**src/rtl/anyDec_consts.svh**
```systemverilog
// anyDec decoder constants
`ifndef ANYDEC_CONSTS_SVH
`define ANYDEC_CONSTS_SVH

// Data path widths
`define INST_WIDTH    40
`define VALUE_SIZE    64
`define ADDR_WIDTH    32
`define REG_WIDTH     6
`define OPCODE_WIDTH  8
`define FUNC_WIDTH    6
`define FORMAT_WIDTH  4

// Instruction field positions
`define OPC_HI     7
`define OPC_LO     0
`define RT_HI      13
`define RT_LO      8
`define RA_HI      19
`define RA_LO      14
`define RB_HI      25
`define RB_LO      20
`define FUNC_HI    31
`define FUNC_LO    26
`define IMM16_HI   35
`define IMM16_LO   20
`define DISPHI_HI  35
`define DISPHI_LO  26
`define JTGT_HI    35
`define JTGT_LO    10
`define JRT_HI     9
`define JRT_LO     8

// One queue entry is format, func, isSigned, Rt, Ra, Rb, immediate and IP
`define PREDEC_WIDTH (`FORMAT_WIDTH + `FUNC_WIDTH + 1 + 3 * `REG_WIDTH + `VALUE_SIZE + `ADDR_WIDTH)

`define QUEUE_DEPTH 4

`endif

```
**src/rtl/anyDecPkg.sv**
```systemverilog
// anyDec decoder types
`include "anyDec_consts.svh"

package anyDecPkg;

	typedef logic [`INST_WIDTH-1:0]   instWord_t;
	typedef logic [`ADDR_WIDTH-1:0]   address_t;
	typedef logic [`VALUE_SIZE-1:0]   value_t;
	typedef logic [`REG_WIDTH-1:0]    regNum_t;
	typedef logic [`PREDEC_WIDTH-1:0] predecEntry_t;

	// ========================================
	// Major opcodes
	// ========================================
	typedef enum logic [`OPCODE_WIDTH-1:0] {
		BRK   = 8'h00,
		R1    = 8'h01,
		R2    = 8'h02,
		ADDI  = 8'h04,
		MULI  = 8'h06,
		ANDI  = 8'h08,
		ORI   = 8'h09,
		XORI  = 8'h0A,
		SLTI  = 8'h0C,
		SLTUI = 8'h0D,
		NOP   = 8'h3F,
		JAL   = 8'h40,
		BEQ   = 8'h48,
		BNE   = 8'h49,
		BLT   = 8'h4A,
		BGE   = 8'h4B,
		BLTU  = 8'h4C,
		BGEU  = 8'h4D,
		LDX   = 8'h60,
		STX   = 8'h70
	} opcode_t;

	// R1 and R2 function codes share one space
	typedef enum logic [`FUNC_WIDTH-1:0] {
		ADD   = 6'h04,
		SUB   = 6'h05,
		AND   = 6'h08,
		OR    = 6'h09,
		XOR   = 6'h0A,
		SLL   = 6'h10,
		SRL   = 6'h11,
		SLLI  = 6'h12,
		SLT   = 6'h14,
		SLTU  = 6'h15,
		MUL   = 6'h18,
		MULU  = 6'h19,
		DIV   = 6'h1C,
		DIVU  = 6'h1D,
		ABS   = 6'h20,
		NOT   = 6'h21,
		CTLZ  = 6'h22,
		CTPOP = 6'h23
	} func_t;

	typedef enum logic [`FORMAT_WIDTH-1:0] {
		fmtNone, fmtR1, fmtR2, fmtAluImm, fmtBranch,
		fmtLoad, fmtStore, fmtJal, fmtIllegal
	} format_t;

endpackage

```
**src/rtl/anyDecPredecode.sv**
```systemverilog
// anyDec pre-decode stage
`timescale 1ns/1ns
`include "anyDec_consts.svh"

module anyDecPredecode import anyDecPkg::*; (
	input  logic         clk,
	input  logic         rstN,
	input  logic         instValid,
	output logic         instReady,
	input  instWord_t    inst,
	input  address_t     predIp,
	output logic         pushValid,
	input  logic         pushReady,
	output predecEntry_t pushEntry
);

	opcode_t opc;
	func_t   rawFunc;
	format_t fmtSel;
	func_t   funcSel;
	logic    signSel;
	regNum_t rtSel;
	value_t  immSext16;
	value_t  immZext16;
	value_t  immOnes16;
	value_t  immSplit;
	value_t  immLong;
	value_t  immSel;

	assign opc     = opcode_t'(inst[`OPC_HI:`OPC_LO]);
	assign rawFunc = func_t'(inst[`FUNC_HI:`FUNC_LO]);

	// Candidate immediates, picked below by opcode
	assign immSext16 = {{(`VALUE_SIZE-16){inst[`IMM16_HI]}}, inst[`IMM16_HI:`IMM16_LO]};
	assign immZext16 = {{(`VALUE_SIZE-16){1'b0}}, inst[`IMM16_HI:`IMM16_LO]};
	assign immOnes16 = {{(`VALUE_SIZE-16){1'b1}}, inst[`IMM16_HI:`IMM16_LO]};
	assign immSplit  = {{(`VALUE_SIZE-16){inst[`DISPHI_HI]}}, inst[`DISPHI_HI:`DISPHI_LO],
		inst[`RT_HI:`RT_LO]};
	assign immLong   = {{(`VALUE_SIZE-26){inst[`JTGT_HI]}}, inst[`JTGT_HI:`JTGT_LO]};

	// ========================================
	// Classification
	// ========================================
	// ALU immediates carry the matching R2 func so that the control stage
	// never has to look at the opcode again
	always_comb begin
		fmtSel  = fmtIllegal;
		funcSel = rawFunc;
		signSel = 1'b1;
		rtSel   = inst[`RT_HI:`RT_LO];
		immSel  = '0;
		case (opc)
			BRK, NOP: fmtSel = fmtNone;
			R1: begin
				case (rawFunc)
					ABS, NOT, CTLZ, CTPOP: fmtSel = fmtR1;
					default: ;
				endcase
			end
			R2: begin
				case (rawFunc)
					ADD, SUB, AND, OR, XOR, SLL, SRL, SLT, MUL, DIV: fmtSel = fmtR2;
					SLTU, MULU, DIVU: begin
						fmtSel  = fmtR2;
						signSel = 1'b0;
					end
					SLLI: begin
						fmtSel = fmtR2;
						immSel = {{(`VALUE_SIZE-`REG_WIDTH){1'b0}}, inst[`RB_HI:`RB_LO]};
					end
					default: ;
				endcase
			end
			ADDI: begin
				fmtSel  = fmtAluImm;
				funcSel = ADD;
				immSel  = immSext16;
			end
			ANDI: begin
				fmtSel  = fmtAluImm;
				funcSel = AND;
				immSel  = immOnes16;
			end
			ORI, XORI: begin
				fmtSel  = fmtAluImm;
				funcSel = (opc == ORI) ? OR : XOR;
				immSel  = immZext16;
			end
			SLTI: begin
				fmtSel  = fmtAluImm;
				funcSel = SLT;
				immSel  = immSext16;
			end
			SLTUI: begin
				fmtSel  = fmtAluImm;
				funcSel = SLTU;
				signSel = 1'b0;
				immSel  = immZext16;
			end
			MULI: begin
				fmtSel  = fmtAluImm;
				funcSel = MUL;
				immSel  = immSext16;
			end
			BEQ, BNE, BLT, BGE, BLTU, BGEU: begin
				fmtSel  = fmtBranch;
				signSel = !(opc inside {BLTU, BGEU});
				immSel  = immSplit;
			end
			LDX: begin
				fmtSel = fmtLoad;
				immSel = immSext16;
			end
			STX: begin
				fmtSel = fmtStore;
				immSel = immSplit;
			end
			JAL: begin
				fmtSel = fmtJal;
				// Link register comes from the two low bits of the Rt slot
				rtSel  = {{(`REG_WIDTH-2){1'b0}}, inst[`JRT_HI:`JRT_LO]};
				immSel = immLong;
			end
			default: ;
		endcase
	end

	// Stage accepts whenever it is empty or drains this cycle
	assign instReady = !pushValid || pushReady;

	always_ff @(posedge clk or negedge rstN) begin
		if (!rstN) begin
			pushValid <= 1'b0;
		end else if (instReady) begin
			pushValid <= instValid;
		end
	end

	always_ff @(posedge clk) begin
		if (instValid && instReady) begin
			pushEntry <= {fmtSel, funcSel, signSel, rtSel, inst[`RA_HI:`RA_LO],
				inst[`RB_HI:`RB_LO], immSel, predIp};
		end
	end

	// A stalled entry must wait in place until the queue takes it
	stallHold: assert property (@(posedge clk) disable iff (!rstN)
		pushValid && !pushReady |=> pushValid && $stable(pushEntry));

endmodule

```
**src/rtl/anyDecQueue.sv**
```systemverilog
// anyDec pre-decode queue
`timescale 1ns/1ns
`include "anyDec_consts.svh"

module anyDecQueue import anyDecPkg::*; #(
	parameter int DEPTH = `QUEUE_DEPTH
) (
	input  logic         clk,
	input  logic         rstN,
	input  logic         pushValid,
	output logic         pushReady,
	input  predecEntry_t pushEntry,
	output logic         popValid,
	input  logic         popReady,
	output predecEntry_t popEntry
);

	localparam int PTR_W = (DEPTH > 1) ? $clog2(DEPTH) : 1;

	predecEntry_t mem [DEPTH];
	logic [PTR_W-1:0] wrPtr;
	logic [PTR_W-1:0] rdPtr;
	logic [PTR_W:0]   count;
	logic wrEn;
	logic rdEn;

	assign pushReady = (count != DEPTH[PTR_W:0]);
	assign popValid  = (count != '0);
	assign wrEn      = pushValid && pushReady;
	assign rdEn      = popValid && popReady;

	// Head entry is read straight from storage, so a write shows one edge later
	assign popEntry = mem[rdPtr];

	always_ff @(posedge clk) begin
		if (wrEn) begin
			mem[wrPtr] <= pushEntry;
		end
	end

	// ========================================
	// Pointers and occupancy
	// ========================================
	always_ff @(posedge clk or negedge rstN) begin
		if (!rstN) begin
			wrPtr <= '0;
			rdPtr <= '0;
			count <= '0;
		end else begin
			if (wrEn) begin
				wrPtr <= wrPtr + 1'b1;
			end
			if (rdEn) begin
				rdPtr <= rdPtr + 1'b1;
			end
			if (wrEn && !rdEn) begin
				count <= count + 1'b1;
			end else if (rdEn && !wrEn) begin
				count <= count - 1'b1;
			end
		end
	end

	// A write into a full queue would push the count past DEPTH
	noOverflow: assert property (@(posedge clk) disable iff (!rstN)
		wrEn && !rdEn |=> count <= DEPTH);

	// A read from an empty queue would wrap the count to its top value
	noUnderflow: assert property (@(posedge clk) disable iff (!rstN)
		rdEn && !wrEn |=> count < DEPTH);

endmodule

```
**src/rtl/anyDecControl.sv**
```systemverilog
// anyDec control flag stage
`timescale 1ns/1ns
`include "anyDec_consts.svh"

module anyDecControl import anyDecPkg::*; (
	input  logic         clk,
	input  logic         rstN,
	input  logic         popValid,
	output logic         popReady,
	input  predecEntry_t popEntry,
	output logic         decValid,
	input  logic         decReady,
	output regNum_t      decRt,
	output regNum_t      decRa,
	output regNum_t      decRb,
	output value_t       decImm,
	output address_t     decPip,
	output logic         decRfwr,
	output logic         decNeedRa,
	output logic         decNeedRb,
	output logic         decIsSigned,
	output logic         decMc,
	output logic         decBranch,
	output logic         decMemOp,
	output logic         decUi
);

	logic [`FORMAT_WIDTH-1:0] rawFmt;
	logic [`FUNC_WIDTH-1:0]   rawFunc;
	format_t  entFmt;
	func_t    entFunc;
	logic     entSigned;
	regNum_t  entRt;
	regNum_t  entRa;
	regNum_t  entRb;
	value_t   entImm;
	address_t entIp;
	logic     rfwr;
	logic     needRa;
	logic     needRb;
	logic     mc;
	logic     memOp;
	logic     ui;
	logic     mulDiv;

	assign {rawFmt, rawFunc, entSigned, entRt, entRa, entRb, entImm, entIp} = popEntry;
	assign entFmt  = format_t'(rawFmt);
	assign entFunc = func_t'(rawFunc);

	// ========================================
	// Flag derivation from format and func
	// ========================================
	assign ui     = (entFmt == fmtIllegal);
	assign rfwr   = entFmt inside {fmtR1, fmtR2, fmtAluImm, fmtLoad, fmtJal};
	assign needRa = !(entFmt inside {fmtNone, fmtJal, fmtIllegal});
	assign needRb = entFmt inside {fmtR2, fmtBranch, fmtStore};
	assign memOp  = entFmt inside {fmtLoad, fmtStore};

	// MULI arrives tagged as MUL, so one check covers both forms
	assign mulDiv = entFmt inside {fmtR2, fmtAluImm} && entFunc inside {MUL, MULU, DIV, DIVU};
	assign mc     = mulDiv || entFmt inside {fmtBranch, fmtLoad, fmtStore, fmtJal};

	assign popReady = !decValid || decReady;

	always_ff @(posedge clk or negedge rstN) begin
		if (!rstN) begin
			decValid <= 1'b0;
		end else if (popReady) begin
			decValid <= popValid;
		end
	end

	always_ff @(posedge clk) begin
		if (popValid && popReady) begin
			// No target register unless the instruction writes one
			decRt       <= rfwr ? entRt : '0;
			decRa       <= entRa;
			decRb       <= entRb;
			decImm      <= entImm;
			decPip      <= entIp;
			decRfwr     <= rfwr;
			decNeedRa   <= needRa;
			decNeedRb   <= needRb;
			decIsSigned <= entSigned && !ui;
			decMc       <= mc;
			decBranch   <= (entFmt == fmtBranch);
			decMemOp    <= memOp;
			decUi       <= ui;
		end
	end

	// An unimplemented encoding must never reach execution as a real operation
	uiExclusive: assert property (@(posedge clk) disable iff (!rstN)
		decValid && decUi |-> !(decRfwr || decMc || decMemOp));

endmodule

```
**src/rtl/anyDecTop.sv**
```systemverilog
// anyDec decode stage top
`timescale 1ns/1ns
`include "anyDec_consts.svh"

module anyDecTop import anyDecPkg::*; (
	input  logic      clk,
	input  logic      rstN,
	input  logic      instValid,
	output logic      instReady,
	input  instWord_t inst,
	input  address_t  predIp,
	output logic      decValid,
	input  logic      decReady,
	output regNum_t   decRt,
	output regNum_t   decRa,
	output regNum_t   decRb,
	output value_t    decImm,
	output address_t  decPip,
	output logic      decRfwr,
	output logic      decNeedRa,
	output logic      decNeedRb,
	output logic      decIsSigned,
	output logic      decMc,
	output logic      decBranch,
	output logic      decMemOp,
	output logic      decUi
);

	logic         pushValid;
	logic         pushReady;
	predecEntry_t pushEntry;
	logic         popValid;
	logic         popReady;
	predecEntry_t popEntry;

	// Pre-decode, queue, then flag generation
	anyDecPredecode uPredecode (
		.clk(clk), .rstN(rstN),
		.instValid(instValid), .instReady(instReady), .inst(inst), .predIp(predIp),
		.pushValid(pushValid), .pushReady(pushReady), .pushEntry(pushEntry)
	);

	anyDecQueue #(.DEPTH(`QUEUE_DEPTH)) uQueue (
		.clk(clk), .rstN(rstN),
		.pushValid(pushValid), .pushReady(pushReady), .pushEntry(pushEntry),
		.popValid(popValid), .popReady(popReady), .popEntry(popEntry)
	);

	anyDecControl uControl (
		.clk(clk), .rstN(rstN),
		.popValid(popValid), .popReady(popReady), .popEntry(popEntry),
		.decValid(decValid), .decReady(decReady),
		.decRt(decRt), .decRa(decRa), .decRb(decRb), .decImm(decImm), .decPip(decPip),
		.decRfwr(decRfwr), .decNeedRa(decNeedRa), .decNeedRb(decNeedRb),
		.decIsSigned(decIsSigned), .decMc(decMc), .decBranch(decBranch),
		.decMemOp(decMemOp), .decUi(decUi)
	);

endmodule

```
**config.mk**
```make
export PLATFORM = sky130hd
export DESIGN_NAME = anyDecTop
export DESIGN_NICKNAME = d
export VERILOG_FILES = /design/src/rtl/anyDecPkg.sv /design/src/rtl/anyDecPredecode.sv /design/src/rtl/anyDecQueue.sv /design/src/rtl/anyDecControl.sv /design/src/rtl/anyDecTop.sv
export VERILOG_INCLUDE_DIRS = /design/src /design/src/rtl
export SDC_FILE = /design/constraint.sdc
export NUM_CORES = 1
export LEC_CHECK = 0
export ABC_CLOCK_PERIOD_IN_PS = 5500
export BUFFER_PORTS_ARGS = -buffer_cell sky130_fd_sc_hd__buf_2
export CAP_MARGIN = 20
export CORE_MARGIN = 10
export CORE_UTILIZATION = 52
export CTS_CLUSTER_DIAMETER = 150
export CTS_CLUSTER_SIZE = 20
export DETAILED_ROUTE_END_ITERATION = 10
export PLACE_DENSITY_LB_ADDON = 0.08
export REMOVE_ABC_BUFFERS = 1
export SLEW_MARGIN = 20
export SYNTH_ARGS = -nofsm -noshare
export SYNTH_HDL_FRONTEND = slang
export SYNTH_SLANG_ARGS = --single-unit
```
**constraint.sdc**
```tcl
create_clock -name clk -period 5.5 [get_ports clk]
set_input_delay 1.1 -clock clk [delete_from_list [all_inputs] [get_ports clk]]
set_output_delay 1.1 -clock clk [all_outputs]
set_load 0.02 [all_outputs]
```
==> metrics.txt <==
Place WS=roughly 2200 ps; max-slew violation count=0; Clock Tree Buf Depth=3; CTS tree=built; max_cap viols=0; final setup fails=0; number of nets still failing antenna checks after routing=0; ranking of synthesized cells by area=edfxtp_1 80%, mux4_2 9.7%, buf_4 1.6%, dfrtp_1 1.2%, nand2_1 0.67%; Core Rows=70; CP endpoint kind=register; RD Place Congestion=roughly 0.8; Worst Path Max Fanout=between 50 and 60; Worst-Margin Slew=roughly 1000 ps; share of post-route cells with drive strength above 1=0.332; Gates resized, CTS repair=0; CTS Sinks=518; CORE AREA=36300 sq um; drt via density=5.57; status=complete, no violations; port bufs=195; grt peak-use layer=met2; Synthesis Warnings=0; largest net degree at the start of global routing=63; post-route setup slack=2620 ps; RSZ-0062 raised after global routing=no; ys async rst share=0.0174; clk_skew=11.1 ps; drt first pass iters=5; top-area cell type share of the netlist area=0.802; Post-synth EDFFs=509; met3 Usage GRT=0.0274; I/O pin cnt=200; worst setup path class=register to register; final critical-path share of the clock period=0.524; total power=11.2 mW; Startpoint Class=register; GRT Overall Usage=0.158; TritonCTS buffer count=29; Psw=3.41 mW; GRT met1 Usage=0.212; routing usage on met2=0.271; Die X=approximately 210 um; Syn-to-layout area delta=10.6%; design internal power=7.78 mW; Mapped Cells=864; max_slew headroom=0.319; WL/cell=around 23 um; sequential fraction of the synthesis area=0.814; Hold Vio Cnt, Final=0; dominant cell type by area after synthesis=edfxtp_1; Clock transition at path regs=around 80 ps; critical path data arrival time=3090 ps; power share of the combinational group=0.266; Avg Inst Size Synth=22.0 sq um; setup bufs post-CTS=0; Seq pwr share=0.544; required time worst endpoint=5710 ps; DP Wirelength=21.1 mm; post-synth cell types=54; vias=8418; DRT iter0 DRCs=524; CTS Root Cell=clkbuf_16; Register Area=15500 sq um; Starting Density=0.524; DRT Wirelength=35.5 mm; Yosys reg bits=518; area of the multi-input gates=3060 sq um; leakage power=7.19 nW; clock latency on the worst-skew pair=560 ps; die footprint=44700 sq um; Post-Syn Area=19000 sq um; n_diodes=0; Nets=1116; DRC viols=0; CTS H-tree lvls=1; global route overflow=0; Post-synth top flop=edfxtp_1; hold buffers post-CTS=0; FILL cells=2701; vias in the first global route=8978; Hold/Removal Path Class=input pin to async pin; fmax=0.347 GHz; worst vdd ir=0.358 mV; Synth top cells by count=509 x edfxtp_1, 82 x mux4_2, 40 x buf_4; first-pass GRT wire length=54.0 mm; fin crit period=2880 ps; Power Dens Cells=531 nW/um^2; Switching Share=0.305; count leader, synth=edfxtp_1; DIE HEIGHT=~210 um; initial antenna violation count=1; clock share of power=0.190
==> area by class of cell <==
| type | count | area share |
|---|---|---|
| clock inverters | 1 | 0.000416 |
| repair buffers | 207 | 0.0506 |
| clock buffers | 40 | 0.0369 |
| multi-input cells | 261 | 0.145 |
| flip-flops and latches | 518 | 0.736 |
| well taps | 468 | 0.0278 |
| inverters | 17 | 0.00303 |
==> metal layers <==
layer	wire length, um	up-vias
li1	-	3764
met1	15200	4386
met2	17900	231
met3	1940	35
met4	415	2
met5	17	-
==> cells by family (layout without fill, tap and decap cells) <==
kind of cell	count (synthesis)	after routing	synth area share
buf+inv	85	265	0.0266
flops	518	518	0.814
simple gates	107	107	0.0330
compound gates	56	56	0.0202
xor+xnor	9	9	0.00414
fa+ha+maj	6	6	0.00434
mux	83	83	0.0975
==> power groups by stage <==
stage | sequential (mW) | combinational [mW] | clock (mW)
2_1_floorplan | 6.87 | 1.38 | 0
3_3_place_gp | 6.16 | 3.08 | 0
3_5_place_dp | 6.19 | 3.08 | 0
4_1_cts | 6.11 | 3.09 | 2.19
5_1_grt | 6.19 | 3.23 | 2.33
6_report | 6.08 | 2.98 | 2.13
==> cells in the final DEF, fill, tap and decap left out, types with 3 or more instances in the layout <==
master and n:
a21oi_1 4, ha_1 5, mux4_2 82, o22ai_1 3
buf_2 195, nor3_1 4, a22oi_1 6, buf_4 12
xor2_1 4, a22o_1 10, nand2_1 34, a31oi_1 4
nor4bb_1 4, nand3_1 5, clkbuf_1 10, nor4_1 3
edfxtp_1 509, nor2_1 17, nor2b_2 7, xnor2_1 5
clkbuf_16 29, o21ai_1 10, dfrtp_1 7, nand2b_1 4
inv_1 16, nor2b_1 8, and2_4 6, o21ai_0 8
==> worst max-delay path, stage by stage, from the launching register on <==
cell and delay (ps):
dfrtp_1 450, nor2_1 80, a21boi_1 530, and2_4 870
buf_4 580
==> flip-flops by register name, indices dropped and copies added, names as in the netlist, 2 cells and up <==
name and cells:
uPredecode.pushEntry 85, uControl.decPip 32, uQueue.rdPtr 2, uControl.decRb 6, uQueue.count 3, uControl.decImm 26
uControl.decRa 6, uQueue.wrPtr 2, uControl.decRt 6, uQueue.mem 340
==> through the flow <==
stage / hold slack (ps) / area, sq um / utilization / setup TNS [ps] / std cells
floorplan: 459 / 18600 / - / -62330 / 796
global placement: 473 / 20300 / 0.558 / 0 / 1471
detailed placement: 479 / 20300 / 0.558 / 0 / 1471
CTS: 372 / 21100 / 0.580 / 0 / 1512
global route: 384 / 21100 / 0.580 / 0 / 1512
finish: 389 / 21100 / 0.580 / 0 / 1512
==> final timing paths <==
| kind | start | slack [ps] | cells past startpoint | endpoint |
|---|---|---|---|---|
| worst min register to register | uPredecode.pushEntry[18] | 500 | 0 | uQueue.mem[2][18] |
| worst max-delay path | uQueue.count[0] | 2620 | 4 | uQueue.mem[2][107] |
| max in group asynchronous | rstN | 4890 | 1 | uQueue.rdPtr[0] |
| worst min-delay path | rstN | 390 | 1 | uQueue.count[0] |
| worst max register to register | uQueue.count[0] | 2620 | 4 | uQueue.mem[2][107] |
| min in group clk | uPredecode.pushEntry[18] | 500 | 0 | uQueue.mem[2][18] |
Power figures use the tool's default switching activity.
